`src/dcache_pkg.sv`:
```
// shared geometry, bus structs and state encodings of the L1 data cache
package dcache_pkg;

  //////////////////////////////////////////////////
  // geometry
  //////////////////////////////////////////////////

  localparam int unsigned PADDR_W       = 32;
  localparam int unsigned WORD_W        = 32;
  localparam int unsigned NUM_WAYS      = 2;
  localparam int unsigned LINE_WORDS    = 4;
  localparam int unsigned LINE_W        = LINE_WORDS * WORD_W;
  localparam int unsigned IDX_W         = 4;
  localparam int unsigned OFF_W         = 4;
  localparam int unsigned TAG_W         = PADDR_W - IDX_W - OFF_W;
  localparam int unsigned NUM_SETS      = 1 << IDX_W;
  // word select inside a line, byte select inside a word
  localparam int unsigned WSEL_W        = $clog2(LINE_WORDS);
  localparam int unsigned BYTE_W        = OFF_W - WSEL_W;
  localparam int unsigned WAY_W         = $clog2(NUM_WAYS);
  localparam int unsigned ID_W          = 4;
  // memory side flow control
  localparam int unsigned MEM_CREDITS   = 2;
  localparam int unsigned CRED_W        = $clog2(MEM_CREDITS + 1);
  // upper half of the address space is I/O
  localparam int unsigned NC_REGION_BIT = 31;

  //////////////////////////////////////////////////
  // core and memory ports
  //////////////////////////////////////////////////

  typedef struct packed {
    logic                   req;
    logic [IDX_W+OFF_W-1:0] index;
    logic [TAG_W-1:0]       tag;
    logic                   tag_valid;
    logic                   kill;
    logic [ID_W-1:0]        id;
  } core_req_t;

  typedef struct packed {
    logic              gnt;
    logic              rvalid;
    logic [WORD_W-1:0] rdata;
    logic [ID_W-1:0]   rid;
  } core_rsp_t;

  typedef enum logic {
    SZ_WORD,
    SZ_LINE
  } mem_size_e;

  typedef struct packed {
    logic               valid;
    logic [PADDR_W-1:0] paddr;
    mem_size_e          size;
  } mem_req_t;

  // word returns sit in lane zero
  typedef struct packed {
    logic              valid;
    logic [LINE_W-1:0] data;
  } mem_rtrn_t;

  //////////////////////////////////////////////////
  // FSM encodings
  //////////////////////////////////////////////////

  typedef enum logic [2:0] {
    IDLE,
    READ,
    MISS_REQ,
    MISS_WAIT,
    KILL_MISS,
    KILL_MISS_ACK,
    REPLAY_REQ,
    REPLAY_READ
  } rd_state_e;

  typedef enum logic {
    MU_IDLE,
    MU_WAIT_RTRN
  } miss_state_e;

endpackage

```
`src/dcache_mem.sv`:
```
// two-way tag, valid and data arrays of the L1 data cache with tag compare and refill port
`timescale 1ns/1ns

module dcache_mem import dcache_pkg::*; (
  input  logic                clk_i,
  input  logic                rst_ni,
  // read port
  input  logic                rd_req_i,
  input  logic [IDX_W-1:0]    rd_idx_i,
  input  logic [OFF_W-1:0]    rd_off_i,
  input  logic [TAG_W-1:0]    rd_tag_i,
  output logic                rd_ack_o,
  output logic [WORD_W-1:0]   rd_data_o,
  output logic [NUM_WAYS-1:0] rd_vld_bits_o,
  output logic [NUM_WAYS-1:0] rd_hit_oh_o,
  // refill port
  input  logic                wr_req_i,
  input  logic [IDX_W-1:0]    wr_idx_i,
  input  logic [NUM_WAYS-1:0] wr_way_i,
  input  logic [TAG_W-1:0]    wr_tag_i,
  input  logic [LINE_W-1:0]   wr_line_i,
  output logic                wr_cl_vld_o
);

  logic [NUM_WAYS-1:0] vld_q [NUM_SETS];
  logic [TAG_W-1:0]    tag_mem [NUM_WAYS][NUM_SETS];
  logic [LINE_W-1:0]   line_mem [NUM_WAYS][NUM_SETS];

  // read stage
  logic [TAG_W-1:0]    rd_tag_q [NUM_WAYS];
  logic [WORD_W-1:0]   rd_word_q [NUM_WAYS];
  logic [NUM_WAYS-1:0] rd_vld_q;
  logic [NUM_WAYS-1:0] hit;
  logic [WSEL_W-1:0]   rd_wsel;
  logic                rd_en;

  // refill wins the array
  assign rd_en       = rd_req_i & ~wr_req_i;
  assign rd_ack_o    = ~wr_req_i;
  assign wr_cl_vld_o = wr_req_i;
  assign rd_wsel     = rd_off_i[OFF_W-1:BYTE_W];

  //////////////////////////////////////////////////
  // valid bits
  //////////////////////////////////////////////////

  always_ff @(posedge clk_i or negedge rst_ni) begin : p_vld
    if (!rst_ni) begin
      for (int s = 0; s < NUM_SETS; s++) begin
        vld_q[s] <= '0;
      end
      rd_vld_q <= '0;
    end else begin
      if (wr_req_i) begin
        vld_q[wr_idx_i] <= vld_q[wr_idx_i] | wr_way_i;
      end
      if (rd_en) begin
        rd_vld_q <= vld_q[rd_idx_i];
      end
    end
  end

  //////////////////////////////////////////////////
  // tags and lines
  //////////////////////////////////////////////////

  always_ff @(posedge clk_i) begin : p_arrays
    for (int w = 0; w < NUM_WAYS; w++) begin
      if (wr_req_i && wr_way_i[w]) begin
        tag_mem[w][wr_idx_i]  <= wr_tag_i;
        line_mem[w][wr_idx_i] <= wr_line_i;
      end
      // word of every way, tag compare next cycle
      if (rd_en) begin
        rd_tag_q[w]  <= tag_mem[w][rd_idx_i];
        rd_word_q[w] <= line_mem[w][rd_idx_i][rd_wsel*WORD_W +: WORD_W];
      end
    end
  end

  // compare against the tag presented now
  always_comb begin : p_hit
    rd_data_o = '0;
    for (int w = 0; w < NUM_WAYS; w++) begin
      hit[w] = rd_vld_q[w] & (rd_tag_q[w] == rd_tag_i);
      if (hit[w]) begin
        rd_data_o = rd_data_o | rd_word_q[w];
      end
    end
  end

  assign rd_hit_oh_o   = hit;
  assign rd_vld_bits_o = rd_vld_q;

endmodule

```
`config.mk`:
```
export PLATFORM = sky130hd
export DESIGN_NAME = dcache_mem
export DESIGN_NICKNAME = d
export VERILOG_FILES = /design/src/dcache_pkg.sv /design/src/dcache_mem.sv
export SDC_FILE = /design/constraint.sdc
export NUM_CORES = 2
export LEC_CHECK = 0
export BUFFER_PORTS_ARGS = -buffer_cell sky130_fd_sc_hd__buf_2
export CAP_MARGIN = 20
export CELL_PAD_IN_SITES_DETAIL_PLACEMENT = 0
export CELL_PAD_IN_SITES_GLOBAL_PLACEMENT = 2
export CORE_UTILIZATION = 55
export DETAILED_ROUTE_END_ITERATION = 16
export GPL_TIMING_DRIVEN = 0
export PLACE_DENSITY = 0.81
export SYNTH_ARGS = -nofsm -noshare
export SYNTH_HDL_FRONTEND = slang
export SYNTH_MEMORY_MAX_BITS = 65536
export SYNTH_SLANG_ARGS = --single-unit
```
`constraint.sdc`:
```
create_clock -name clk_i -period 4.45 [get_ports clk_i]
set_input_delay 0.445 -clock clk_i [delete_from_list [all_inputs] [get_ports clk_i]]
set_output_delay 0.445 -clock clk_i [all_outputs]
set_load 0.01 [all_outputs]
```
==> implementation parameters <==
Parameter                              Value

Worst setup path
  Crit Path Max Fanout ... 11
  Worst EP required ... 5.22 ns
  Crit path cell chain ... buf_2, buf_2, buf_2, clkbuf_1, mux4_2, a22oi_1, nand3_1, and3_1
  Cell type of the slowest stage on the worst timing path ... buf_2
  Worst setup EP type ... flop
  Endpoint of the worst register-to-register path ... rd_word_q[0][58]$_DFFE_PP_
  Kind of start point of the critical path ... input pin
  Critical path class ... input pin to flop
  Most frequent cell on the critical path ... buf_2
  Worst reg2reg path depth ... 5
  Setup slack on the worst flop-to-flop path ... 1.63 ns
  Max incr delay on CP ... 0.90 ns
  Data arrival at the endpoint of the critical path ... 5.32 ns
  Worst reg2reg path startpoint ... line_mem[0][3738]$_DFFE_PP_

GRT
  Total global routing overflow ... 0
  First-pass GRT wire length ... 785000 um
  All-layer global routing usage ... 33.7%
  Antenna violations before repair ... 102
  Pin count of the biggest net entering global routing ... 42
  Vias in the first global route ... 93917

Die
  Area enclosed by the die boundary ... 345000 um2
  Die Height ... 588 um
  # rows ... 214
  Core region area ... 341000 um2
  Die extent in x ... 588 um
  I/O pin count ... 232
  Effective utilization at floorplan ... 55.4%

Drt
  Post-Route WL ... 583000 um
  Length of routed met2 wiring ... 264000 um
  Vias/cell ... 6.95
  DRC marker count from the first detailed-route iteration ... 15949
  DRC violations left ... 0
  Amount of wire on met3 after detailed routing ... 80500 um
  Number of nets with antenna violations after routing ... 0
  Uppermost layer routed ... met5
  DRT Pass-1 Iters ... 7
  Post-Route M1 WL ... 204000 um
  Total vias in the final route ... 96933
  Avg WL per Cell ... 41.7 um

Pwr
  Net switching power figure ... 21.7 mW
  Power, Total ... 98.8 mW
  Combinational power share ... 5.7%
  Cell-internal power ... 77.1 mW
  Maximum vdd drop ... 0.000404 V
  Leakage ... 67.5 nW
  Fraction of power spent switching nets ... 22.0%
  Cell Pwr Density ... 456 nW/um2
  Power share of the clock group ... 40.8%
  Share of power burned in registers ... 53.5%

Clock network
  Clock buffers created by TritonCTS ... 485
  H-tree Lvls ... 5
  Number of buffers on the longest clock path ... 4
  Setup fix buffers added after clock tree synthesis ... 0
  Worst-Skew Late Latency ... 1.04 ns
  CTS tree ... built
  CTS root buf ... clkbuf_16
  Total number of clock tree sinks ... 5010
  Clock transition at path regs ... 0.06 ns

Synthesis
  Sequential cell area fraction in the yosys report ... 79.7%
  Biggest area consumer among synthesized cells ... edfxtp_1
  Number of synthesized register bits ... 5010
  Gate Count Post-Synth ... 7798
  Top area cells in the synthesized netlist ... edfxtp_1 79%, mux4_2 15%, a22oi_1 0.76%
  Synthesis warning total ... 0
  Post-synth design cell area ... 189000 um2
  Average footprint of a synthesized cell ... 24.2 um2
  Count of cell types in the netlist ... 33
  Post-Syn Nets ... 7992
  Area share of the largest cell type after synthesis ... 79.2%

STA
  Worst hold margin ... 0.0369 ns
  Tmin final ... 4.54 ns
  Maximum frequency from static timing analysis ... 220 MHz
  Aggregate negative setup slack ... -0.240 ns
  Final Worst Setup Slack ... -0.0943 ns
  Worst slew pin tran ... 1.33 ns
  Worst clock skew on the final layout ... 0.0470 ns
  Worst slew margin relative to its limit ... 11.4%
  Share of the clock period used by the worst path ... 102%
  Final count of hold timing violations ... 0
  Number of failing setup endpoints in the final timing report ... 5
  Max-slew violations ... 0

Flow run
  # Max-Cap Violations ... 0

Final layout
  Total area of multi-input combinational cells ... 36600 um2
  Utilization after layout ... 63.7%
  Highest-count cells in the layout ignoring fill and taps ... 4976 x edfxtp_1, 1282 x mux4_2, 489 x clkbuf_16
  Number of fill cells in the layout ... 22360
  Area growth from synthesis to final layout ... 15.0%
  Layout cell share with drive strength beyond 1 ... 28.6%
  FF+latch area ... 150000 um2
  Count of nets after finishing ... 9002
  Most common cell after layout, fill and taps aside ... edfxtp_1

Place
  GPL Wtd Cong ... 0.859
  Number of port buffers ... 226
  Setup Slack @ Placement ... -0.897 ns
  Detailed placement HPWL ... 376000 um

Outcome
  Outcome ... finished, violations left
  Violations in the final reports ... setup timing

Min path
  Classification of the worst-slack hold path ... input pin to asynchronous set/reset pin
metal layers:
layer | vias up | global-route usage [%]
li1 | 36370 | -
met2 | 7681 | 50.0
met5 | - | 0.137
met1 | 51709 | 46.4
met3 | 1145 | 9.55
met4 | 28 | 17.2
metrics by stage:
stage | instance area [um2] | cells
after global routing | 217000 | 13921
after detailed placement | 200000 | 12731
after global placement | 195000 | 12560
final | 217000 | 13956
after floorplan | 189000 | 7798
after CTS | 216000 | 13751
what timing repair did:
| item | in CTS | in global routing |
|---|---|---|
| hold buffers | 124 | 0 |
| cloned | 0 | 0 |
| gates resized for setup | 41 | 2 |
| pin swaps | 2 | 1 |
| endpoints found under the setup margin | 34 | 19 |
| hold endpoints to repair | 3557 | 0 |
cells by family (layout without fill, tap and decap cells):
| family | after synthesis | after routing | synth area share (%) |
|---|---|---|---|
| multiplexers | 1316 | 1316 | 15.5 |
| buffers and inverters | 442 | 1861 | 1.01 |
| other | 0 | 203 | 0 |
| flip-flops | 5010 | 5010 | 79.7 |
| XOR/XNOR | 48 | 48 | 0.223 |
| AND/OR/NAND/NOR | 370 | 370 | 1.07 |
| AO/OA/AOI/OAI | 612 | 612 | 2.50 |
how the worst max path moves through the flow:
stage	from	end	slack [ns]	cells after the start
floorplan	wr_idx_i[1]	line_mem[0][0]$_DFFE_PP_	-0.91	5
global placement	wr_idx_i[1]	line_mem[0][1481]$_DFFE_PP_	-7.32	4
detailed placement	rd_idx_i[1]	rd_word_q[0][52]$_DFFE_PP_	-0.90	8
CTS	rd_tag_q[0][31]$_DFFE_PP_	rd_data_o[14]	-0.001	9
global route	rd_tag_q[0][1]$_DFFE_PP_	rd_data_o[9]	-0.01	8
finish	rd_idx_i[1]	rd_word_q[0][53]$_DFFE_PP_	-0.09	8
flip-flops by register name, summed over array words and instances (netlist names):
register / flops
tag_mem: 768
rd_tag_q: 48
vld_q: 32
rd_vld_bits_o: 2
line_mem: 4096
rd_word_q: 64
final cells by class:
class / instances / area share [%]
Sequential cell: 5010 / 69.3
Multi-Input combinational cell: 2346 / 16.9
Clock buffer: 579 / 5.80
Timing Repair Buffer: 523 / 3.01
Tap cell: 4536 / 2.62
Clock inverter: 317 / 1.29
Buffer: 440 / 0.888
Antenna cell: 203 / 0.234
Inverter: 2 / 0.00346
power groups by stage:
stage               clock network, mW  registers, mW  logic [mW]
floorplan                           0           53.8        2.68
global placement                    0           54.0        5.18
detailed placement                  0           53.9        5.44
CTS                              40.4           52.9        5.56
global route                     42.2           52.9        5.80
finish                           40.3           52.9        5.65
critical path: cells and delay by family:
kind	cells	cell delay, ns
AO/OA/AOI/OAI	1	0.24
buffers and inverters	4	2.94
multiplexers	1	0.42
AND/OR/NAND/NOR	2	1.20
Yosys cell counts:
cell type and number:
nand2b_1 13, inv_1 2, nor4_2 1, buf_1 49, a22oi_1 192, nor2b_1 74
a211o_1 4, and3_1 64, edfxtp_1 4976, mux4_2 1282, buf_4 4, buf_2 172
or3_1 1, o22ai_1 128, nand3_1 72, nor2_1 7, nand4_1 4, mux2_2 34
nand3b_1 1, xnor2_1 18, buf_6 1, a22o_1 32, o221ai_1 128, a211oi_1 64
or2_2 5, nor4_1 9, and2_1 33, xor2_1 30, nand2_1 74, dfrtp_1 34
a221oi_1 64, nor3_1 12, clkbuf_1 214
Power figures use the tool's default switching activity.
