===== config.mk =====
export PLATFORM = sky130hd
export DESIGN_NAME = dcache_rd_ctrl
export DESIGN_NICKNAME = d
export VERILOG_FILES = /design/src/dcache_pkg.sv /design/src/dcache_rd_ctrl.sv
export SDC_FILE = /design/constraint.sdc
export NUM_CORES = 1
export LEC_CHECK = 0
export BUFFER_PORTS_ARGS = -buffer_cell sky130_fd_sc_hd__buf_2
export CAP_MARGIN = 10
export CORE_AREA = 2 2 87 89
export CTS_BUF_LIST = sky130_fd_sc_hd__clkbuf_8
export CTS_CLUSTER_DIAMETER = 30
export DETAILED_ROUTE_END_ITERATION = 6
export DIE_AREA = 0 0 89 91
export PLACE_DENSITY = 0.76
export SYNTH_ARGS = -nofsm -noshare
export SYNTH_HDL_FRONTEND = slang
export SYNTH_SLANG_ARGS = --single-unit
export TNS_END_PERCENT = 50

===== constraint.sdc =====
create_clock -name clk_i -period 2.02 [get_ports clk_i]
set_input_delay 0.101 -clock clk_i [delete_from_list [all_inputs] [get_ports clk_i]]
set_output_delay 0.101 -clock clk_i [all_outputs]
set_load 0.03 [all_outputs]

===== src/dcache_pkg.sv =====
// shared geometry, bus structs and state encodings of the L1 data cache
package dcache_pkg;

  //////////////////////////////////////////////////
  // geometry
  //////////////////////////////////////////////////

  localparam int unsigned PADDR_W       = 32;
  localparam int unsigned WORD_W        = 32;
  localparam int unsigned NUM_WAYS      = 2;
  localparam int unsigned LINE_WORDS    = 4;
  localparam int unsigned LINE_W        = LINE_WORDS * WORD_W;
  localparam int unsigned IDX_W         = 4;
  localparam int unsigned OFF_W         = 4;
  localparam int unsigned TAG_W         = PADDR_W - IDX_W - OFF_W;
  localparam int unsigned NUM_SETS      = 1 << IDX_W;
  // word select inside a line, byte select inside a word
  localparam int unsigned WSEL_W        = $clog2(LINE_WORDS);
  localparam int unsigned BYTE_W        = OFF_W - WSEL_W;
  localparam int unsigned WAY_W         = $clog2(NUM_WAYS);
  localparam int unsigned ID_W          = 4;
  // memory side flow control
  localparam int unsigned MEM_CREDITS   = 2;
  localparam int unsigned CRED_W        = $clog2(MEM_CREDITS + 1);
  // upper half of the address space is I/O
  localparam int unsigned NC_REGION_BIT = 31;

  //////////////////////////////////////////////////
  // core and memory ports
  //////////////////////////////////////////////////

  typedef struct packed {
    logic                   req;
    logic [IDX_W+OFF_W-1:0] index;
    logic [TAG_W-1:0]       tag;
    logic                   tag_valid;
    logic                   kill;
    logic [ID_W-1:0]        id;
  } core_req_t;

  typedef struct packed {
    logic              gnt;
    logic              rvalid;
    logic [WORD_W-1:0] rdata;
    logic [ID_W-1:0]   rid;
  } core_rsp_t;

  typedef enum logic {
    SZ_WORD,
    SZ_LINE
  } mem_size_e;

  typedef struct packed {
    logic               valid;
    logic [PADDR_W-1:0] paddr;
    mem_size_e          size;
  } mem_req_t;

  // word returns sit in lane zero
  typedef struct packed {
    logic              valid;
    logic [LINE_W-1:0] data;
  } mem_rtrn_t;

  //////////////////////////////////////////////////
  // FSM encodings
  //////////////////////////////////////////////////

  typedef enum logic [2:0] {
    IDLE,
    READ,
    MISS_REQ,
    MISS_WAIT,
    KILL_MISS,
    KILL_MISS_ACK,
    REPLAY_REQ,
    REPLAY_READ
  } rd_state_e;

  typedef enum logic {
    MU_IDLE,
    MU_WAIT_RTRN
  } miss_state_e;

endpackage


===== src/dcache_rd_ctrl.sv =====
// load port controller of the L1 data cache with hit check, miss, replay and kill handling
`timescale 1ns/1ns

module dcache_rd_ctrl import dcache_pkg::*; (
  input  logic                clk_i,
  input  logic                rst_ni,
  input  logic                cache_en_i,
  // core load port
  input  core_req_t           core_req_i,
  output core_rsp_t           core_rsp_o,
  // tag and data arrays
  output logic                rd_req_o,
  output logic [IDX_W-1:0]    rd_idx_o,
  output logic [OFF_W-1:0]    rd_off_o,
  // tag comes one cycle after the read
  output logic [TAG_W-1:0]    rd_tag_o,
  input  logic                rd_ack_i,
  input  logic [WORD_W-1:0]   rd_data_i,
  input  logic [NUM_WAYS-1:0] rd_vld_bits_i,
  input  logic [NUM_WAYS-1:0] rd_hit_oh_i,
  // refill write in progress
  input  logic                wr_cl_vld_i,
  // miss unit
  output logic                miss_req_o,
  input  logic                miss_ack_i,
  input  logic                miss_replay_i,
  input  logic                miss_rtrn_vld_i,
  input  logic [WORD_W-1:0]   miss_rdata_i,
  output logic [PADDR_W-1:0]  miss_paddr_o,
  output logic                miss_nc_o,
  output logic [NUM_WAYS-1:0] miss_vld_bits_o
);

  rd_state_e state_d, state_q;

  logic [TAG_W-1:0]    tag_d, tag_q;
  logic [IDX_W-1:0]    idx_d, idx_q;
  logic [OFF_W-1:0]    off_d, off_q;
  logic [ID_W-1:0]     id_d, id_q;
  logic [NUM_WAYS-1:0] vld_d, vld_q;
  logic                save_tag;
  logic                gnt, rvalid;
  logic                rd_req_q, rd_ack_q;
  logic [WORD_W-1:0]   rdata;

  //////////////////////////////////////////////////
  // address capture
  //////////////////////////////////////////////////

  // index and offset on grant, tag once it is valid
  assign idx_d = gnt ? core_req_i.index[IDX_W+OFF_W-1:OFF_W] : idx_q;
  assign off_d = gnt ? core_req_i.index[OFF_W-1:0] : off_q;
  assign id_d  = gnt ? core_req_i.id : id_q;
  assign tag_d = save_tag ? core_req_i.tag : tag_q;
  // valid bits of the set as seen by the last read
  assign vld_d = rd_req_q ? rd_vld_bits_i : vld_q;

  // arrays see the next address so a back to back read starts at once
  assign rd_idx_o = idx_d;
  assign rd_off_o = off_d;
  assign rd_tag_o = tag_d;

  // miss returns bypass the arrays
  assign rdata = (state_q == MISS_WAIT) ? miss_rdata_i : rd_data_i;

  assign core_rsp_o = '{gnt: gnt, rvalid: rvalid, rdata: rdata, rid: id_q};

  assign miss_paddr_o    = {tag_q, idx_q, off_q};
  assign miss_vld_bits_o = vld_q;
  // I/O region or cache off
  assign miss_nc_o = ~cache_en_i | tag_q[NC_REGION_BIT-IDX_W-OFF_W];

  //////////////////////////////////////////////////
  // control FSM
  //////////////////////////////////////////////////

  always_comb begin : p_fsm
    state_d    = state_q;
    save_tag   = 1'b0;
    rd_req_o   = 1'b0;
    miss_req_o = 1'b0;
    gnt        = 1'b0;
    rvalid     = 1'b0;

    unique case (state_q)
      // wait for a load, grant only when the array takes the read
      IDLE: begin
        if (core_req_i.req) begin
          rd_req_o = 1'b1;
          if (rd_ack_i) begin
            gnt     = 1'b1;
            state_d = READ;
          end
        end
      end
      // tag compare, keep reading the set until the tag shows up
      READ, REPLAY_READ: begin
        rd_req_o = 1'b1;
        if (core_req_i.kill) begin
          rvalid  = 1'b1;
          state_d = IDLE;
        end else if (core_req_i.tag_valid || state_q == REPLAY_READ) begin
          save_tag = (state_q != REPLAY_READ);
          if (wr_cl_vld_i || !rd_ack_q) begin
            // read collided with a refill
            state_d = REPLAY_REQ;
          end else if ((|rd_hit_oh_i) && cache_en_i) begin
            rvalid  = 1'b1;
            state_d = IDLE;
            // overlap with the next load
            if (core_req_i.req && rd_ack_i) begin
              gnt     = 1'b1;
              state_d = READ;
            end
          end else begin
            state_d = MISS_REQ;
          end
        end
      end
      // hand the miss over
      MISS_REQ: begin
        miss_req_o = 1'b1;
        if (core_req_i.kill) begin
          rvalid  = 1'b1;
          state_d = miss_ack_i ? KILL_MISS : KILL_MISS_ACK;
        end else if (miss_replay_i) begin
          state_d = REPLAY_REQ;
        end else if (miss_ack_i) begin
          state_d = MISS_WAIT;
        end
      end
      // memory transaction in flight
      MISS_WAIT: begin
        if (core_req_i.kill) begin
          rvalid  = 1'b1;
          state_d = miss_rtrn_vld_i ? IDLE : KILL_MISS;
        end else if (miss_rtrn_vld_i) begin
          rvalid  = 1'b1;
          state_d = IDLE;
        end
      end
      // read the set again
      REPLAY_REQ: begin
        rd_req_o = 1'b1;
        if (core_req_i.kill) begin
          rvalid  = 1'b1;
          state_d = IDLE;
        end else if (rd_ack_i) begin
          state_d = REPLAY_READ;
        end
      end
      // killed before the miss unit answered
      KILL_MISS_ACK: begin
        miss_req_o = 1'b1;
        if (miss_replay_i) begin
          state_d = IDLE;
        end else if (miss_ack_i) begin
          state_d = KILL_MISS;
        end
      end
      // drain the return of a killed miss
      KILL_MISS: begin
        if (miss_rtrn_vld_i) begin
          state_d = IDLE;
        end
      end
      default: begin
        state_d = IDLE;
      end
    endcase
  end

  //////////////////////////////////////////////////
  // registers
  //////////////////////////////////////////////////

  always_ff @(posedge clk_i or negedge rst_ni) begin : p_ctrl_regs
    if (!rst_ni) begin
      state_q  <= IDLE;
      rd_req_q <= 1'b0;
      rd_ack_q <= 1'b0;
    end else begin
      state_q  <= state_d;
      rd_req_q <= rd_req_o;
      rd_ack_q <= rd_ack_i;
    end
  end

  always_ff @(posedge clk_i) begin : p_addr_regs
    tag_q <= tag_d;
    idx_q <= idx_d;
    off_q <= off_d;
    id_q  <= id_d;
    vld_q <= vld_d;
  end

endmodule


==> results of run 1 <==
final cells by class:
type                    instances  share of cell area
clock buffers                   6             0.02072
clock inverters                 2            0.009730
inverters                       3            0.002825
repair buffers                249              0.3663
flip-flops and latches         43              0.2382
well taps                      99             0.03107
multi-input cells             158              0.3311
cell usage after synthesis (3+ instances only):
library cell,n
dfrtp_1,5
nand3_1,17
edfxtp_1,6
nor2_1,7
nor2b_1,3
o21ai_0,6
buf_2,8
nand2b_1,4
dfxtp_1,32
mux2_2,56
and3_1,8
nand2_1,6
a22oi_1,8
inv_1,3
o211ai_1,11
clkbuf_1,5
critical path, cell delays in order (launching register included):
cell     delay (ps)
dfrtp_2         440
buf_12          140
nor3b_4         230
nand2_2         100
buf_12          170
mux2_2          290
buf_2           180
logic make-up (layout without fill, tap and decap cells):
logic type             count (synthesis)  in the layout  synth area share
buffers and inverters                 21            260           0.04448
muxes                                 57             57            0.2765
and+or+nand+nor                       59             59            0.1452
AOI/OAI and AO/OA                     42             42            0.1286
DFF                                   43             43            0.4051
per-layer routing:
| metal | global-route usage | part of all wire | vias to the layer above |
|---|---|---|---|
| met1 | 0.1883 | 0.38 | 1224 |
| met5 | 0 | 0 | - |
| met2 | 0.3141 | 0.52 | 162 |
| li1 | - | - | 1310 |
| met3 | 0.04091 | 0.097 | 7 |
| met4 | 0.05970 | 0.0094 | 0 |
power by group through the flow:
stage               Clock (mW)  Sequential (mW)  Combinational, mW
floorplan                    0             2.09               2.25
global placement             0             1.47               3.92
detailed placement           0             1.49               3.97
CTS                      0.736             1.47               4.05
global route             0.769             1.50               4.56
finish                   0.714             1.46               4.34
state kept, by name, indices dropped and copies added (netlist names):
register and flops:
rd_ack_q 1, tag_q 24, state_q 3, id_q 4, off_q 4, idx_q 4, rd_req_q 1, miss_vld_bits_o 2
worst paths after layout:
| kind | end | depth (start not counted) | slack, ps | from |
|---|---|---|---|---|
| max in group asynchronous | state_q[0] | 2 | 1690 | rst_ni |
| min in group asynchronous | rd_req_q | 2 | 170 | rst_ni |
| worst max-delay path | rd_tag_o[3] | 6 | 40 | state_q[2] |
| worst min-delay path | rd_ack_q | 1 | 20 | rd_ack_i |
| worst min register to register | miss_vld_bits_o[0] | 0 | 490 | rd_req_q |
| worst max register to register | state_q[1] | 5 | 70 | state_q[2] |
stage by stage:
| stage | hold slack (ps) | util | power, mW |
|---|---|---|---|
| 6_report | 19.59 | 0.5586 | 6.517 |
| 5_1_grt | 22.96 | 0.5586 | 6.836 |
| 4_1_cts | 16.32 | 0.5335 | 6.253 |
| 3_5_place_dp | -67.22 | 0.4995 | 5.454 |
| 3_3_place_gp | -68.19 | 0.4995 | 5.393 |
| 2_1_floorplan | -194.6 | - | 4.338 |
repair_timing:
action / CTS / global route
pin swaps: 0 / 10
buffers inserted: 1 / 9
hold endpoints to repair: 11 / 0
endpoints found under the setup margin: 40 / 65
hold buffers: 7 / 0
gates cloned: 0 / 2
gates resized for setup: 14 / 26
==> impl_metrics.csv, run 1 <==
group,metric,value,unit
pwr,p_int,3.257,mW
synthesis,syn_area_per_cell,10.52,um2
grt,grt_pass1_vias,2516,
place,portBuffers,221,
pwr,p_leak,1.971,nW
worst_setup_path,critPathLaunchType,"flop",
sta,max_slew_margin,0.6775,
pwr,power_switching,3.259,mW
place,place_congestion,0.7952,
die,die-width,89,um
cts,clock-root-buffer,"clkbuf_8",
pwr,sw_frac_of_total,0.5002,
grt,antenna_found_initial,0,
route,ant_nets,0,
worst_setup_path,worstPathArrival,1880,ps
place,pre_cts_ws,133.6,ps
finish,fin_nets,575,
die,dieArea,8099,um2
sta,fin_crit_sh,0.9793,
finish,synthToLayoutAreaGrowth,70.74,%
sta,slew_viol_final,0,
die,rows,31,
grt,grt_overflow,0,
route,vias_per_cell,4.827,
pwr,power.density,1635,nW/um2
place,dp.cells,533,
pwr,pwr-share-comb,0.666,
synthesis,ys.warnings.count,0,
finish,final_area,3986,um2
grt,grtUsageTotal,0.1717,
synthesis,syn_inst,222,
hold_path,hold_class,"in2reg",
finish,final_common_cell,"buf_2",
route,drtIter0Drc,146,
synthesis,yosysSeqAreaShare,0.4051,
synthesis,synth_edf_count,6,
sta,worstMarginPinSlew,477.3,ps
worst_setup_path,worstPathRequired,1920,ps
worst_setup_path,critPathMaxFanout,24,
sta,finalHoldViolations,0,
sta,fin_crit,1978,ps
synthesis,synth_ff_type,"dfxtp_1",
route,wl,8109,um
cts,cts_buffers,5,
route,routedWlPerCell,14.48,um
sta,rsz0062_at_grt,"yes",
outcome,outcome,"completed",
synthesis,synth_nets,337,
place,place_area,3565,um2
cts,cts.sinks,43,
finish,regArea,949.7,um2
cts,cts_tree,"yes",
route,first_pass_iters,4,
finish,mostFrequentLayoutCells,"buf_2, mux2_2, dfxtp_1",
finish,fillers,651,
cts,cts.clk_slew.worst_paths,80,ps
worst_setup_path,criticalPathCategory,"reg2out",
synthesis,synth_seq_cells,43,
worst_setup_path,end_kind,"output port",
pwr,max-vdd-ir-drop,1.284,mV
cts,cts_buffer_depth,2,
cts,clock_latency,300,ps
job,cap_violations,0,
synthesis,yosysTopAreaCell,"dfxtp_1",
die,die_h,91,um
synthesis,synth.top_cell.area_share,0.2744,
sta,finalSetupViolCount,0,
sta,clock.fmax,505.5,MHz
die,pin_count,222,
synthesis,yosysUniqueCellTypes,45,
cts,h-tree-depth,2,
pwr,seqPwrFrac,0.224,
finish,num_antenna_cells,0,
route,drc,0,
grt,grt_max_degree,33,
place,dp_hpwl,6122,um
pwr,clockPowerShare,0.110,
route,vias,2703,
sta,fin_setup_tns,0,ps
die,initial_core_util,0.3271,
finish,layout-drive-gt1-share,0.6963,
sta,clock_skew,4.489,ps
die,core_area,7137,um2
synthesis,synth_area_leaders,"dfxtp_1, mux2_2, edfxtp_1",
synthesis,netlist_area,2335,um2
grt,grt_pass1_wl,11060,um
synthesis,async_flop_share,0.1163,
sta,worst_slack,41.73,ps
finish,multi_input_area,1320,um2
finish,stdcell_count,560,
No activity file was read; power rests on OpenSTA's default activity.
==> inputs of run 2 (changes only) <==
==> constraint.sdc (replaced) <==
create_clock -name clk_i -period 2.02 [get_ports clk_i]
set_input_delay 0.404 -clock clk_i [delete_from_list [all_inputs] [get_ports clk_i]]
set_output_delay 0.404 -clock clk_i [all_outputs]
set_load 0.03 [all_outputs]
==> run 2 against run 1 <==
  * Die area unchanged
  * The flow now finishes with violations (setup timing)
  * Largest power group unchanged
  * Total power is 11% higher
  * Sequential cell count unchanged
  * Highest routed layer unchanged
  * Via count is 5.4% higher
  * Clock power is 17% lower
==> impl_metrics.csv, run 2 (synthesis results as in run 1) <==
group,metric,value,unit
outcome,outcome,"finished with violations",
outcome,violations,"setup timing",
job,cap_violations,0,
route,drtIter0Drc,191,
cts,cts_tree,"yes",
finish,mostFrequentLayoutCells,"buf_2, buf_6, mux2_2",
place,place_congestion,0.8716,
sta,worst_slack,-223.4,ps
die,rows,31,
worst_setup_path,worstPathArrival,1840,ps
worst_setup_path,critPathLaunchType,"flop",
cts,cts_buffers,5,
pwr,power.density,1629,nW/um2
die,pin_count,222,
cts,h-tree-depth,2,
place,pre_cts_ws,-91.20,ps
route,vias_per_cell,5.025,
grt,antenna_found_initial,0,
route,first_pass_iters,4,
pwr,pwr-share-comb,0.714,
cts,cts.clk_slew.worst_paths,90,ps
route,wl,9534,um
grt,grt_pass1_vias,2871,
route,routedWlPerCell,16.81,um
place,portBuffers,221,
sta,whs,267.1,ps
sta,rsz0062_at_grt,"yes",
worst_setup_path,end_kind,"output port",
die,initial_core_util,0.3271,
sta,fin_crit_sh,1.111,
cts,cts_buffer_depth,2,
grt,grt_overflow,0,
finish,multi_input_area,1394,um2
pwr,clockPowerShare,0.082,
die,die_h,91,um
finish,largest-register,"tag_q",
grt,grt_pass1_wl,13500,um
route,ant_nets,0,
route,drc,0,
finish,fillers,613,
route,vias,2849,
sta,clock.fmax,445.8,MHz
sta,clock_skew,10.55,ps
finish,layout-drive-gt1-share,0.7222,
pwr,power_switching,3.529,mW
grt,grt_max_degree,25,
sta,fin_crit,2243,ps
hold_path,hold_class,"in2reg",
die,dieArea,8099,um2
place,dp_hpwl,6472,um
cts,cts.sinks,43,
sta,slew_viol_final,0,
finish,num_antenna_cells,0,
pwr,sw_frac_of_total,0.4858,
sta,finalSetupViolCount,69,
finish,regArea,948.4,um2
finish,largest_reg_flops,24,
finish,fin_nets,582,
finish,final_common_cell,"buf_2",
cts,clock_latency,300,ps
worst_setup_path,cp_slowest_cell,"dfrtp_2",
worst_setup_path,crit_chain,"nor3b_4 -> buf_4 -> o21ai_4 -> o211ai_1 -> nand3_1 -> buf_6",
pwr,p_int,3.735,mW
sta,max_slew_margin,0.6463,
die,core_area,7137,um2
pwr,seqPwrFrac,0.204,
pwr,max-vdd-ir-drop,1.384,mV
grt,grtUsageTotal,0.2136,
pwr,p_leak,2.162,nW
cts,clock-root-buffer,"clkbuf_8",
sta,finalHoldViolations,0,
worst_setup_path,crit_path_max_incr_delay,490,ps
finish,synthToLayoutAreaGrowth,90.94,%
worst_setup_path,critPathMaxFanout,8,
worst_setup_path,criticalPathCategory,"reg2out",
pwr,power.total,7.264,mW
sta,worstMarginPinSlew,523.2,ps
die,die-width,89,um
worst_setup_path,worstPathRequired,1620,ps
## run 2: area by class of cell
class,count,area share
Clock buffer,6,0.01852
Clock inverter,2,0.002807
Inverter,3,0.003087
Multi-Input combinational cell,159,0.3127
Sequential cell,43,0.2127
Tap cell,99,0.02779
Timing Repair Buffer,255,0.4224
## run 2: per-layer routing
layer / share of wire / GRT usage
met3: 0.088 / 0.05545
met1: 0.35 / 0.2364
met4: 0.026 / 0.08085
met2: 0.53 / 0.3818
met5: 0 / 0
## run 2: worst paths after layout
check / start / endpoint / slack, ps / cells after the start
max reg2reg: state_q[2] / state_q[1] / -140 / 7
max: state_q[2] / rd_off_o[1] / -220 / 6
min in group asynchronous: rst_ni / state_q[1] / 450 / 2
min reg2reg: rd_req_q / miss_vld_bits_o[0] / 510 / 0
max in group asynchronous: rst_ni / state_q[2] / 1400 / 2
min: core_req_i[0] / id_q[0] / 270 / 1
## run 2: critical path: cells and delay by family (launching register included)
kind / cells / cell delay (ps)
and+or+nand+nor: 2 / 400
AOI/OAI and AO/OA: 2 / 320
buffers and inverters: 2 / 320
DFF: 1 / 490
## run 2: power groups by stage
stage	Clock (mW)	Sequential (mW)	Combinational (mW)
finish	0.594	1.48	5.18
global route	0.654	1.53	5.43
CTS	0.619	1.48	4.97
detailed placement	0	1.50	4.02
global placement	0	1.47	3.97
floorplan	0	2.09	2.25
## run 2: timing repair
| action | 4_1_cts | 5_1_grt |
|---|---|---|
| endpoints found under the setup margin | 68 | 70 |
| gates cloned | 3 | 1 |
| pin swaps | 9 | 11 |
| buffers inserted | 10 | 2 |
| gates resized for setup | 142 | 29 |
| hold endpoints to repair | 5 | 0 |
| hold buffers | 1 | 0 |
## run 2: per-stage QoR
stage | utilization | cells | setup TNS, ps | instance area, um2
after detailed placement | 0.5093 | 542 | -563.3 | 3635
final | 0.6246 | 567 | -8253 | 4458
after global placement | 0.5093 | 542 | -147.5 | 3635
after CTS | 0.6068 | 564 | -9489 | 4330
after global routing | 0.6246 | 567 | -11790 | 4458
after floorplan | - | 222 | 0 | 2338
