[config.mk]
export PLATFORM = sky130hd
export DESIGN_NAME = dcache_miss_unit
export DESIGN_NICKNAME = d
export VERILOG_FILES = /design/src/dcache_pkg.sv /design/src/dcache_miss_unit.sv
export SDC_FILE = /design/constraint.sdc
export NUM_CORES = 1
export LEC_CHECK = 0
export BUFFER_PORTS_ARGS = -buffer_cell sky130_fd_sc_hd__buf_2
export CORE_AREA = 10 10 144 146
export DETAILED_ROUTE_END_ITERATION = 10
export DIE_AREA = 0 0 154 156
export SLEW_MARGIN = 20
export SYNTH_ARGS = -nofsm -noshare
export SYNTH_HDL_FRONTEND = slang
export SYNTH_SLANG_ARGS = --single-unit
[constraint.sdc]
create_clock -name clk_i -period 2.8 [get_ports clk_i]
set_input_delay 0.14 -clock clk_i [delete_from_list [all_inputs] [get_ports clk_i]]
set_output_delay 0.14 -clock clk_i [all_outputs]
set_load 0.05 [all_outputs]
[src/dcache_pkg.sv]
// shared geometry, bus structs and state encodings of the L1 data cache
package dcache_pkg;

  //////////////////////////////////////////////////
  // geometry
  //////////////////////////////////////////////////

  localparam int unsigned PADDR_W       = 32;
  localparam int unsigned WORD_W        = 32;
  localparam int unsigned NUM_WAYS      = 2;
  localparam int unsigned LINE_WORDS    = 4;
  localparam int unsigned LINE_W        = LINE_WORDS * WORD_W;
  localparam int unsigned IDX_W         = 4;
  localparam int unsigned OFF_W         = 4;
  localparam int unsigned TAG_W         = PADDR_W - IDX_W - OFF_W;
  localparam int unsigned NUM_SETS      = 1 << IDX_W;
  // word select inside a line, byte select inside a word
  localparam int unsigned WSEL_W        = $clog2(LINE_WORDS);
  localparam int unsigned BYTE_W        = OFF_W - WSEL_W;
  localparam int unsigned WAY_W         = $clog2(NUM_WAYS);
  localparam int unsigned ID_W          = 4;
  // memory side flow control
  localparam int unsigned MEM_CREDITS   = 2;
  localparam int unsigned CRED_W        = $clog2(MEM_CREDITS + 1);
  // upper half of the address space is I/O
  localparam int unsigned NC_REGION_BIT = 31;

  //////////////////////////////////////////////////
  // core and memory ports
  //////////////////////////////////////////////////

  typedef struct packed {
    logic                   req;
    logic [IDX_W+OFF_W-1:0] index;
    logic [TAG_W-1:0]       tag;
    logic                   tag_valid;
    logic                   kill;
    logic [ID_W-1:0]        id;
  } core_req_t;

  typedef struct packed {
    logic              gnt;
    logic              rvalid;
    logic [WORD_W-1:0] rdata;
    logic [ID_W-1:0]   rid;
  } core_rsp_t;

  typedef enum logic {
    SZ_WORD,
    SZ_LINE
  } mem_size_e;

  typedef struct packed {
    logic               valid;
    logic [PADDR_W-1:0] paddr;
    mem_size_e          size;
  } mem_req_t;

  // word returns sit in lane zero
  typedef struct packed {
    logic              valid;
    logic [LINE_W-1:0] data;
  } mem_rtrn_t;

  //////////////////////////////////////////////////
  // FSM encodings
  //////////////////////////////////////////////////

  typedef enum logic [2:0] {
    IDLE,
    READ,
    MISS_REQ,
    MISS_WAIT,
    KILL_MISS,
    KILL_MISS_ACK,
    REPLAY_REQ,
    REPLAY_READ
  } rd_state_e;

  typedef enum logic {
    MU_IDLE,
    MU_WAIT_RTRN
  } miss_state_e;

endpackage

[src/dcache_miss_unit.sv]
// miss unit of the L1 data cache with victim choice, memory credits and refill
`timescale 1ns/1ns

module dcache_miss_unit import dcache_pkg::*; (
  input  logic                clk_i,
  input  logic                rst_ni,
  // controller
  input  logic                miss_req_i,
  input  logic [PADDR_W-1:0]  miss_paddr_i,
  input  logic                miss_nc_i,
  input  logic [NUM_WAYS-1:0] miss_vld_bits_i,
  output logic                miss_ack_o,
  output logic                miss_replay_o,
  output logic                miss_rtrn_vld_o,
  output logic [WORD_W-1:0]   miss_rdata_o,
  // memory
  output mem_req_t            mem_req_o,
  input  mem_rtrn_t           mem_rtrn_i,
  input  logic                mem_credit_i,
  // refill write
  output logic                wr_req_o,
  output logic [IDX_W-1:0]    wr_idx_o,
  output logic [NUM_WAYS-1:0] wr_way_o,
  output logic [TAG_W-1:0]    wr_tag_o,
  output logic [LINE_W-1:0]   wr_line_o
);

  miss_state_e state_d, state_q;

  logic [CRED_W-1:0]   credit_q;
  logic [WAY_W-1:0]    rr_q;
  logic [NUM_WAYS-1:0] victim;
  logic                spend;
  // outstanding miss
  logic [PADDR_W-1:0]  paddr_q;
  mem_size_e           size_q;
  logic [NUM_WAYS-1:0] way_q;
  logic [WSEL_W-1:0]   wsel;

  // lowest invalid way, else round robin
  always_comb begin : p_victim
    victim       = '0;
    victim[rr_q] = 1'b1;
    for (int w = NUM_WAYS - 1; w >= 0; w--) begin
      if (!miss_vld_bits_i[w]) begin
        victim    = '0;
        victim[w] = 1'b1;
      end
    end
  end

  //////////////////////////////////////////////////
  // miss FSM
  //////////////////////////////////////////////////

  always_comb begin : p_fsm
    state_d         = state_q;
    spend           = 1'b0;
    miss_ack_o      = 1'b0;
    miss_replay_o   = 1'b0;
    miss_rtrn_vld_o = 1'b0;

    unique case (state_q)
      MU_IDLE: begin
        if (miss_req_i) begin
          // no credit, no request
          if (credit_q != '0) begin
            spend      = 1'b1;
            miss_ack_o = 1'b1;
            state_d    = MU_WAIT_RTRN;
          end else begin
            miss_replay_o = 1'b1;
          end
        end
      end
      MU_WAIT_RTRN: begin
        // one miss at a time
        miss_replay_o = miss_req_i;
        if (mem_rtrn_i.valid) begin
          miss_rtrn_vld_o = 1'b1;
          state_d         = MU_IDLE;
        end
      end
      default: begin
        state_d = MU_IDLE;
      end
    endcase
  end

  assign mem_req_o = '{
    valid: spend,
    paddr: miss_nc_i ? {miss_paddr_i[PADDR_W-1:BYTE_W], {BYTE_W{1'b0}}}
                     : {miss_paddr_i[PADDR_W-1:OFF_W], {OFF_W{1'b0}}},
    size:  miss_nc_i ? SZ_WORD : SZ_LINE
  };

  // requested word out of the line, lane zero for a word return
  assign wsel         = paddr_q[OFF_W-1:BYTE_W];
  assign miss_rdata_o = (size_q == SZ_WORD) ? mem_rtrn_i.data[WORD_W-1:0]
                                            : mem_rtrn_i.data[wsel*WORD_W +: WORD_W];

  // refill only for line requests
  assign wr_req_o  = miss_rtrn_vld_o & (size_q == SZ_LINE);
  assign wr_idx_o  = paddr_q[OFF_W +: IDX_W];
  assign wr_tag_o  = paddr_q[PADDR_W-1 -: TAG_W];
  assign wr_way_o  = way_q;
  assign wr_line_o = mem_rtrn_i.data;

  //////////////////////////////////////////////////
  // registers
  //////////////////////////////////////////////////

  always_ff @(posedge clk_i or negedge rst_ni) begin : p_ctrl_regs
    if (!rst_ni) begin
      state_q  <= MU_IDLE;
      credit_q <= CRED_W'(MEM_CREDITS);
      rr_q     <= '0;
    end else begin
      state_q  <= state_d;
      credit_q <= credit_q - CRED_W'(spend) + CRED_W'(mem_credit_i);
      if (wr_req_o) begin
        rr_q <= rr_q + 1'b1;
      end
    end
  end

  always_ff @(posedge clk_i) begin : p_miss_regs
    if (spend) begin
      paddr_q <= miss_paddr_i;
      size_q  <= miss_nc_i ? SZ_WORD : SZ_LINE;
      way_q   <= victim;
    end
  end

endmodule

==> results of run 1 <==
==> cell usage in the layout, fill, tap and decap left out, drive strengths merged <==
cell / instances
a21oi: 32
nand2: 2
and3: 1
and2: 4
bufinv: 2
xnor2: 3
o21ai: 34
o32ai: 1
ha: 2
dlygate4sd3: 1
clkbuf: 5
buf: 397
nor2: 1
edfxtp: 33
conb: 2
o22ai: 32
mux2: 32
inv: 10
dfrtp: 3
dfstp: 1
clkinv: 1
nand3b: 31
==> power breakdown <==
part           switching (mW)  leakage (nW)  internal [mW]  total, mW
combinational            2.00          2.01          0.621       2.62
clock                   0.218        0.0938          0.508      0.726
sequential             0.0468         0.355          0.784      0.831
==> worst max path at each step <==
stage / startpoint / to / slack (ns) / cells past startpoint
2_1_floorplan: credit_q[1]$_DFF_PN1_ / credit_q[1]$_DFF_PN1_ / 0.44 / 7
3_3_place_gp: paddr_q[3]$_DFFE_PP_ / miss_rdata_o[24] / 1.04 / 5
3_5_place_dp: credit_q[1]$_DFF_PN1_ / mem_req_o[33] / 1.01 / 4
4_1_cts: credit_q[1]$_DFF_PN1_ / mem_req_o[33] / 0.70 / 4
5_1_grt: paddr_q[3]$_DFFE_PP_ / miss_rdata_o[24] / 0.60 / 5
6_report: paddr_q[3]$_DFFE_PP_ / miss_rdata_o[24] / 0.72 / 5
==> area by class of cell <==
type / instances / area (um^2)
inverters: 10 / 37.5
multi-input cells: 177 / 1270
clock buffers: 5 / 125
well taps: 229 / 287
flip-flops and latches: 37 / 1090
repair buffers: 398 / 2010
clock inverters: 3 / 65.1
fillers: 1940 / 13000
==> metal layers <==
layer  global-route usage, %  up-vias  part of all wire (%)
met4                    3.01        0                   1.1
met3                    6.09       11                    14
met1                    11.6     1642                    35
met5                       0        -                     0
li1                        -     1719                     -
met2                    21.0      248                    50
==> flip-flops by register name, summed over array words and instances (netlist names) <==
signal    cells
credit_q      2
wr_way_o      2
size_q        1
paddr_q      30
rr_q          1
state_q       1
==> logic make-up after synthesis <==
family / count (synthesis) / share of synthesized area [%]
other cells: 1 / 0.0951
flops: 37 / 27.7
fa+ha+maj: 2 / 0.635
buf+inv: 221 / 40.3
compound gates: 99 / 14.2
xor+xnor: 3 / 0.667
simple gates: 39 / 6.98
mux: 32 / 9.43
==> metrics.md, run 1 <==
| Metric | Value |
|---|---|
| Hold buffers post-CTS | 1 |
| Post-CTS sizing | 0 |
| Input/output buffers | 391 |
| Total CTS buffers | 5 |
| Kind of critical path | reg -> out |
| Peak supply drop | 0.000756 V |
| Die area | 24,000 um^2 |
| Tot Pwr | 4.18 mW |
| Top-count cell post-synth | buf_4 |
| Bufs on Longest Clock Path | 2 |
| Top cell type's share of synthesized area | 35.8% |
| CTS sink count | 37 |
| CTS tree | built |
| Layout cells sized above 1 | 70.2% |
| Placed Cells | 850 |
| Period utilization | 74.4% |
| Fin cells | 859 |
| Post-layout util | 27.4% |
| Worst-Skew Late Latency | 0.28 ns |
| Drt first-iter violations | 101 |
| Outcome | finished clean |
| Global-route wire length before repair | 22.8 mm |
| I/O Pins | 396 |
| Crit path time final | 2.08 ns |
| Post-synth EDFFs | 33 |
| Critical Path RT | 2.66 ns |
| Slowest cell on crit path | buf_4 |
| Seq/Total Area, Yosys | 27.7% |
| Drt first pass iters | 4 |
| Via count | 3,620 |
| Largest net degree at the start of global routing | 66 |
| Vias/cell | 4.21 |
| Crit-path leading delay family | buffers and inverters |
| Placed Area | 4690 um^2 |
| Synthesized area per cell | 9.08 um^2 |
| Worst Setup Start Kind | flop |
| Fraction of registers with async set/reset | 10.8% |
| Routed WL per cell | 18.4 um |
| Synth unique cells | 26 |
| Clock Pin Slew Worst Setup and Hold Paths | 0.06 ns |
| Setup clock skew after layout | 0.00131 ns |
| Synth warn | 0 |
| Growth of design area from synthesis to finish | 24.0% |
| Remaining global-route overflow | 0 |
| Top cells by area, synth | buf_4 (36%), edfxtp_1 (25%), mux2_2 (8.3%) |
| Setup Viol. Count Final | 0 |
| LEAKAGE | 2.46 nW |
| CTS H-tree depth | 2 |
| RSZ-0062 raised after global routing | no |
| Final GP Congestion | 0.785 |
| Nets | 799 |
| WHS Path Cells | 1 |
| Cells on worst reg2reg path | 7 |
| DIE HEIGHT | 156 um |
| Max-slew violation count | 0 |
| Setup Buffers After CTS | 0 |
| Overall routed net length | 15.8 mm |
| Worst hold endpoint | paddr_q[7]$_DFFE_PP_ |
| Crit path largest cell delay | 0.44 ns |
| WP buf/inv | 2 |
| Critical Path End Type | primary output |
| Rows | 49 |
| Detailed-placement wirelength estimate | 13.5 mm |
| Vias in the first global route | 3,863 |
| Chip Width | 154 um |
| Max cap viols | 0 |
| Number of remaining DRC errors | 0 |
| Cell accounting for the most synthesized area | buf_4 |
| Mapped cell area | 3940 um^2 |
| Hold wc startpoint | miss_paddr_i[7] |
| Clock Tree Root | clkbuf_16 |
| Worst R2R Setup Slack | 1.07 ns |
| Register bit count reported by yosys | 37 |
| Core box area | 17,800 um^2 |
| Final WS setup | 0.717 ns |
| CP arrival | 1.94 ns |
| Design area | 4890 um^2 |
| Min-delay worst type | in -> reg |
| Initial Util | 22.1% |
| Relative slew slack | 53.4% |
| Prevailing post-synth register cell | edfxtp_1 |
| Slew @ Worst Pin | 0.699 ns |
| Cell Pwr Density | 854 nW/um^2 |
| Fmax | 480 MHz |
| Dpl ws | 1.01 ns |
| Initial antenna violation count | 1 |
| Critical Path, Cell by Cell | buf_4 -> mux2_2 -> o22ai_1 -> a21oi_1 -> buf_2 |
| Worst r2r src | credit_q[1]$_DFF_PN1_ |
| Syn Inst Count | 434 |
| DRT antenna net count | 0 |
| Synth cell count leaders | buf_4 (188), edfxtp_1 (33), a21oi_1 (32), nand3b_1 (31) |
| RR Endpoint | credit_q[1]$_DFF_PN1_ |
| Min Hold Slack | 0.0407 ns |
| TNS Setup | 0 ns |
| Final Hold Fails | 0 |
| Total global-route track usage | 11.7% |
| CP max FO | 50 |
| Inserted Diodes | 0 |
(Power assumes the default switching activity.)
==> run 2, diff against run 1 <==
ABC_AREA = 1   (was default)
CORE_AREA = 10 10 146 148   (was 10 10 144 146)
DIE_AREA = 0 0 156 158   (was 0 0 154 156)
clock period = 2.1 ns   (was 2.8 ns; I/O delays follow)
==> metrics.md, run 2 <==
| Metric | Value |
|---|---|
| Setup clock skew after layout | 0.00294 ns |
| Overall routed net length | 17.0 mm |
| Seq/Total Area, Yosys | 27.1% |
| Die area | 24,600 um^2 |
| Syn Inst Count | 596 |
| Setup Viol. Count Final | 0 |
| Most frequent cells in the layout | buf_2 (390), nand2_1 (229), inv_1 (76) |
| Bufs on Longest Clock Path | 2 |
| Crit path time final | 1.90 ns |
| Routed WL per cell | 16.3 um |
| Detailed-placement wirelength estimate | 14.7 mm |
| Total CTS buffers | 5 |
| Inserted Diodes | 0 |
| Drt first pass iters | 4 |
| Clk pwr share | 15.4% |
| Layout fillers | 2,051 |
| Layout cells sized above 1 | 51.7% |
| Fraction of registers with async set/reset | 10.8% |
| Peak supply drop | 0.000749 V |
| DRT antenna net count | 0 |
| Post-layout util | 28.1% |
| I/O Pins | 396 |
| Drt first-iter violations | 195 |
| Min Hold Slack | 0.00785 ns |
| Rows | 50 |
| Worst Setup Start Kind | flop |
| Vias in the first global route | 4,339 |
| Post-synth EDFFs | 33 |
| Kind of critical path | reg -> out |
| Flip-flop count of the largest register after layout | 30 |
| Switch share | 56.2% |
| Chip Width | 156 um |
| Max cap viols | 0 |
| Commonest non-fill, non-tap cell in the layout | buf_2 |
| Input/output buffers | 391 |
| Max layer used | met4 |
| Mapped cell area | 4040 um^2 |
| Initial antenna violation count | 0 |
| Area of the multi-input gates | 1160 um^2 |
| DIE HEIGHT | 158 um |
| Flop pwr share | 20.2% |
| Outcome | finished clean |
| Period utilization | 90.4% |
| Top cells by area, synth | buf_4 (36%), edfxtp_1 (25%), nand2_1 (21%) |
| Worst r2r src | credit_q[1]$_DFF_PN1_ |
| Top cell type's share of synthesized area | 36.1% |
| Clock Tree Root | clkbuf_16 |
| Synth unique cells | 21 |
| Critical Path Source | paddr_q[2]$_DFFE_PP_ |
| Top-count cell post-synth | nand2_1 |
| CP arrival | 1.79 ns |
| CTS sink count | 37 |
| Critical Path End Type | primary output |
| Core box area | 18,500 um^2 |
| Prevailing post-synth register cell | edfxtp_1 |
| CTS H-tree depth | 2 |
| Design area | 5180 um^2 |
| Metal3 WL | 2.08 mm |
| Register area | 1090 um^2 |
| Final Hold Fails | 0 |
| Placed Area | 4930 um^2 |
| Cell accounting for the most synthesized area | buf_4 |
| Met2 WL | 8.49 mm |
| Number of remaining DRC errors | 0 |
| Fin cells | 1,043 |
| Via count | 4,089 |
| Growth of design area from synthesis to finish | 28.4% |
| Nets | 978 |
| Synth cell count leaders | nand2_1 (229), buf_4 (194), inv_1 (76), edfxtp_1 (33), nand3_1 (32) |
| Placed Cells | 1,027 |
| Global-route wire length before repair | 24.7 mm |
| Register bit count reported by yosys | 37 |
| Initial Util | 21.9% |
| Max-slew violation count | 0 |
| Pint | 2.44 mW |
| Worst-Skew Late Latency | 0.28 ns |
| LEAKAGE | 3.27 nW |
| Vias/cell | 3.92 |
| Remaining global-route overflow | 0 |
| Largest net degree at the start of global routing | 36 |
| Clock Pin Slew Worst Setup and Hold Paths | 0.06 ns |
| Met1 WL | 6.21 mm |
| Dpl ws | 0.462 ns |
| Biggest register | paddr_q |
| Critical Path RT | 2.00 ns |
| Cell Pwr Density | 1070 nW/um^2 |
| CTS tree | built |
| Final WS setup | 0.201 ns |
| RSZ-0062 raised after global routing | no |
| Switch Pwr | 3.13 mW |
| Fmax | 527 MHz |
| Synth warn | 0 |
| Combinational power share | 64.4% |
| Min-delay worst type | in -> reg |
| Synthesized area per cell | 6.77 um^2 |
| Final GP Congestion | 0.881 |
| CP max FO | 16 |
| Total global-route track usage | 12.6% |
| Hold wc startpoint | miss_paddr_i[24] |
run 2: logic make-up after synthesis:
| family | Yosys count | synth area share, % |
|---|---|---|
| buf+inv | 285 | 44.9 |
| simple gates | 265 | 26.1 |
| flops | 37 | 27.1 |
| compound gates | 3 | 0.496 |
| xor+xnor | 3 | 0.651 |
| fa+ha+maj | 2 | 0.620 |
| other cells | 1 | 0.0929 |
run 2: final timing paths:
| path | to | slack [ns] | depth (start not counted) |
|---|---|---|---|
| max | miss_rdata_o[21] | 0.20 | 6 |
| min | paddr_q[24]$_DFFE_PP_ | 0.008 | 1 |
| max reg2reg | credit_q[1]$_DFF_PN1_ | 0.70 | 6 |
| min reg2reg | rr_q$_DFFE_PN0P_ | 0.56 | 2 |
| max in group asynchronous | credit_q[1]$_DFF_PN1_ | 1.72 | 2 |
| min in group asynchronous | rr_q$_DFFE_PN0P_ | 0.17 | 2 |
run 2: critical path: stages (launching register included):
cell,delay [ns]
edfxtp_1,0.45
buf_4,0.21
o21ai_4,0.15
buf_4,0.26
nand2_1,0.10
nand2_1,0.07
buf_2,0.26
run 2: routing by layer:
| metal | up-vias | global-route usage (%) |
|---|---|---|
| met2 | 258 | 22.8 |
| met5 | - | 0 |
| met1 | 1814 | 12.9 |
| met3 | 10 | 5.21 |
| met4 | 0 | 4.05 |
| li1 | 2007 | - |
run 2: power groups by stage:
stage	clock, mW	sequential (mW)	combinational [mW]
floorplan	0	1.14	2.94
global placement	0	1.13	3.60
detailed placement	0	1.14	3.61
CTS	0.881	1.13	3.62
global route	0.918	1.15	3.84
finish	0.860	1.13	3.58
run 2: final cells by class:
type / instances / area share [%]
repair buffers: 412 / 42.0
clock inverters: 3 / 0.893
flip-flops and latches: 37 / 21.1
multi-input cells: 275 / 22.4
well taps: 234 / 5.65
clock buffers: 5 / 2.41
inverters: 77 / 5.63
run 2: stage by stage:
| step | TNS (ns) | total power, mW |
|---|---|---|
| 4_1_cts | 0 | 5.63 |
| 2_1_floorplan | -0.0745 | 4.09 |
| 6_report | 0 | 5.57 |
| 5_1_grt | 0 | 5.91 |
| 3_5_place_dp | 0 | 4.75 |
| 3_3_place_gp | 0 | 4.73 |
run 2: timing repair:
action                    4_1_cts  5_1_grt
buffers inserted                0        0
gates resized for setup         0        0
hold endpoints to repair        9        2
hold buffers                    6        2
==> run 3, diff against run 2 <==
BUFFER_PORTS_ARGS = -buffer_cell sky130_fd_sc_hd__buf_4   (was -buffer_cell sky130_fd_sc_hd__buf_2)
==> metrics.md, run 3 (synthesis results as in run 2) <==
| Metric | Value |
|---|---|
| Most frequent cells in the layout | buf_4 (397), nand2_1 (229), inv_1 (76) |
| Final Hold Fails | 0 |
| Drt first pass iters | 4 |
| Worst R2R Setup Slack | 0.71 ns |
| Min-delay worst type | in -> reg |
| Setup Viol. Count Final | 0 |
| Hold wc startpoint | miss_paddr_i[13] |
| Chip Width | 156 um |
| Input/output buffers | 391 |
| Clk pwr share | 12.5% |
| Core box area | 18,500 um^2 |
| Worst hold endpoint | paddr_q[13]$_DFFE_PP_ |
| Critical Path End Type | primary output |
| I/O Pins | 396 |
| Drt first-iter violations | 129 |
| Clock Pin Slew Worst Setup and Hold Paths | 0.06 ns |
| Min Hold Slack | 0.00864 ns |
| Vias in the first global route | 4,300 |
| Outcome | finished clean |
| Final GP Congestion | 0.851 |
| Initial antenna violation count | 0 |
| RSZ-0062 raised after global routing | no |
| Combinational power share | 68.0% |
| Inserted Diodes | 0 |
| LEAKAGE | 3.55 nW |
| Commonest non-fill, non-tap cell in the layout | buf_4 |
| Global-route wire length before repair | 25.5 mm |
| Nets | 971 |
| Routed WL per cell | 17.3 um |
| CP max FO | 34 |
| Biggest register | paddr_q |
| Kind of critical path | reg -> out |
| Worst r2r src | credit_q[1]$_DFF_PN1_ |
| Design area | 6070 um^2 |
| Pint | 2.66 mW |
| Vias/cell | 3.81 |
| Via count | 3,943 |
| Switch Pwr | 3.14 mW |
| WHS Path Cells | 1 |
| Setup Buffers After CTS | 0 |
| Total CTS buffers | 5 |
| Worst-Skew Late Latency | 0.28 ns |
| Flip-flop count of the largest register after layout | 30 |
| Placed Area | 5880 um^2 |
| CTS H-tree depth | 2 |
| Setup clock skew after layout | 0.00456 ns |
| Worst Setup Start Kind | flop |
| Critical Path RT | 2.00 ns |
| CTS sink count | 37 |
| Switch share | 54.2% |
| Cell Pwr Density | 956 nW/um^2 |
| Rows | 50 |
| Max-slew violation count | 0 |
| Initial Util | 21.9% |
| Die area | 24,600 um^2 |
| DIE HEIGHT | 158 um |
| Peak supply drop | 0.000697 V |
| Largest net degree at the start of global routing | 36 |
| Overall routed net length | 17.9 mm |
| CP arrival | 1.80 ns |
| Layout fillers | 2,015 |
| Fmax | 524 MHz |
| CTS tree | built |
| Growth of design area from synthesis to finish | 50.4% |
| Layout cells sized above 1 | 51.5% |
| Number of remaining DRC errors | 0 |
| Detailed-placement wirelength estimate | 15.4 mm |
| Cells on worst reg2reg path | 6 |
| DRT antenna net count | 0 |
| RR Endpoint | credit_q[1]$_DFF_PN1_ |
| Period utilization | 90.8% |
| Clock Tree Root | clkbuf_16 |
| Bufs on Longest Clock Path | 2 |
| Max cap viols | 0 |
| Crit path time final | 1.91 ns |
| Flop pwr share | 19.5% |
| Total global-route track usage | 13.3% |
| Remaining global-route overflow | 0 |
[run 3: cell count changes in the layout (fill, tap and decap cells not counted), sizes merged]
cell	before	now
buf	404	401
clkinv	1	0
bufinv	1	0
clkbuf	5	7
dlygate4sd3	8	4
[run 3: what timing repair did]
action                                  CTS  global route
endpoints found under the setup margin    0             7
resized for setup                         0             1
hold endpoints to repair                  4             3
hold buffers                              1             3
[run 3: critical path, stage by stage, from the launching register on]
cell	delay, ns
edfxtp_1	0.43
buf_4	0.29
o21ai_4	0.21
buf_6	0.24
nand2_1	0.08
nand2_1	0.08
buf_4	0.19
[run 3: metal layers]
metal	vias up	global-route usage, %	wire length (um)
met3	6	5.94	2370
met5	-	0	0
met2	244	24.3	9060
met1	1698	13.5	6330
met4	0	3.01	127
li1	1995	-	-
[run 3: worst max path at each step]
stage / from / to / slack [ns] / cells after the start
after detailed placement: paddr_q[2]$_DFFE_PP_ / miss_rdata_o[28] / 0.40 / 6
after global routing: paddr_q[2]$_DFFE_PP_ / miss_rdata_o[21] / 0.05 / 6
after floorplan: credit_q[1]$_DFF_PN1_ / credit_q[0]$_DFF_PN0_ / -0.04 / 5
after global placement: paddr_q[2]$_DFFE_PP_ / miss_rdata_o[28] / 0.38 / 6
after CTS: paddr_q[2]$_DFFE_PP_ / miss_rdata_o[28] / 0.09 / 6
final: paddr_q[2]$_DFFE_PP_ / miss_rdata_o[28] / 0.19 / 6
[run 3: area by class of cell]
type / instances / area (um^2) / area share (%)
repair buffers: 405 / 3090 / 50.9
multi-input cells: 275 / 1160 / 19.1
flip-flops and latches: 37 / 1090 / 18.0
well taps: 234 / 293 / 4.82
inverters: 77 / 292 / 4.80
clock buffers: 7 / 133 / 2.19
clock inverters: 1 / 7.51 / 0.124
[run 3: power by group through the flow]
stage / clock, mW / combinational [mW] / sequential (mW)
floorplan: 0 / 2.94 / 1.14
CTS: 0.748 / 3.99 / 1.14
global placement: 0 / 3.99 / 1.14
global route: 0.791 / 4.20 / 1.15
detailed placement: 0 / 3.98 / 1.15
finish: 0.724 / 3.95 / 1.13
[run 3: stage by stage]
| step | std cells | setup slack (ns) | setup TNS, ns | utilization (%) | total power, mW |
|---|---|---|---|---|---|
| 2_1_floorplan | 597 | -0.0412 | -0.0745 | - | 4.09 |
| 3_3_place_gp | 1024 | 0.383 | 0 | 31.9 | 5.13 |
| 3_5_place_dp | 1024 | 0.403 | 0 | 31.9 | 5.13 |
| 4_1_cts | 1033 | 0.0910 | 0 | 32.7 | 5.88 |
| 5_1_grt | 1036 | 0.0474 | 0 | 32.9 | 6.14 |
| 6_report | 1036 | 0.192 | 0 | 32.9 | 5.80 |
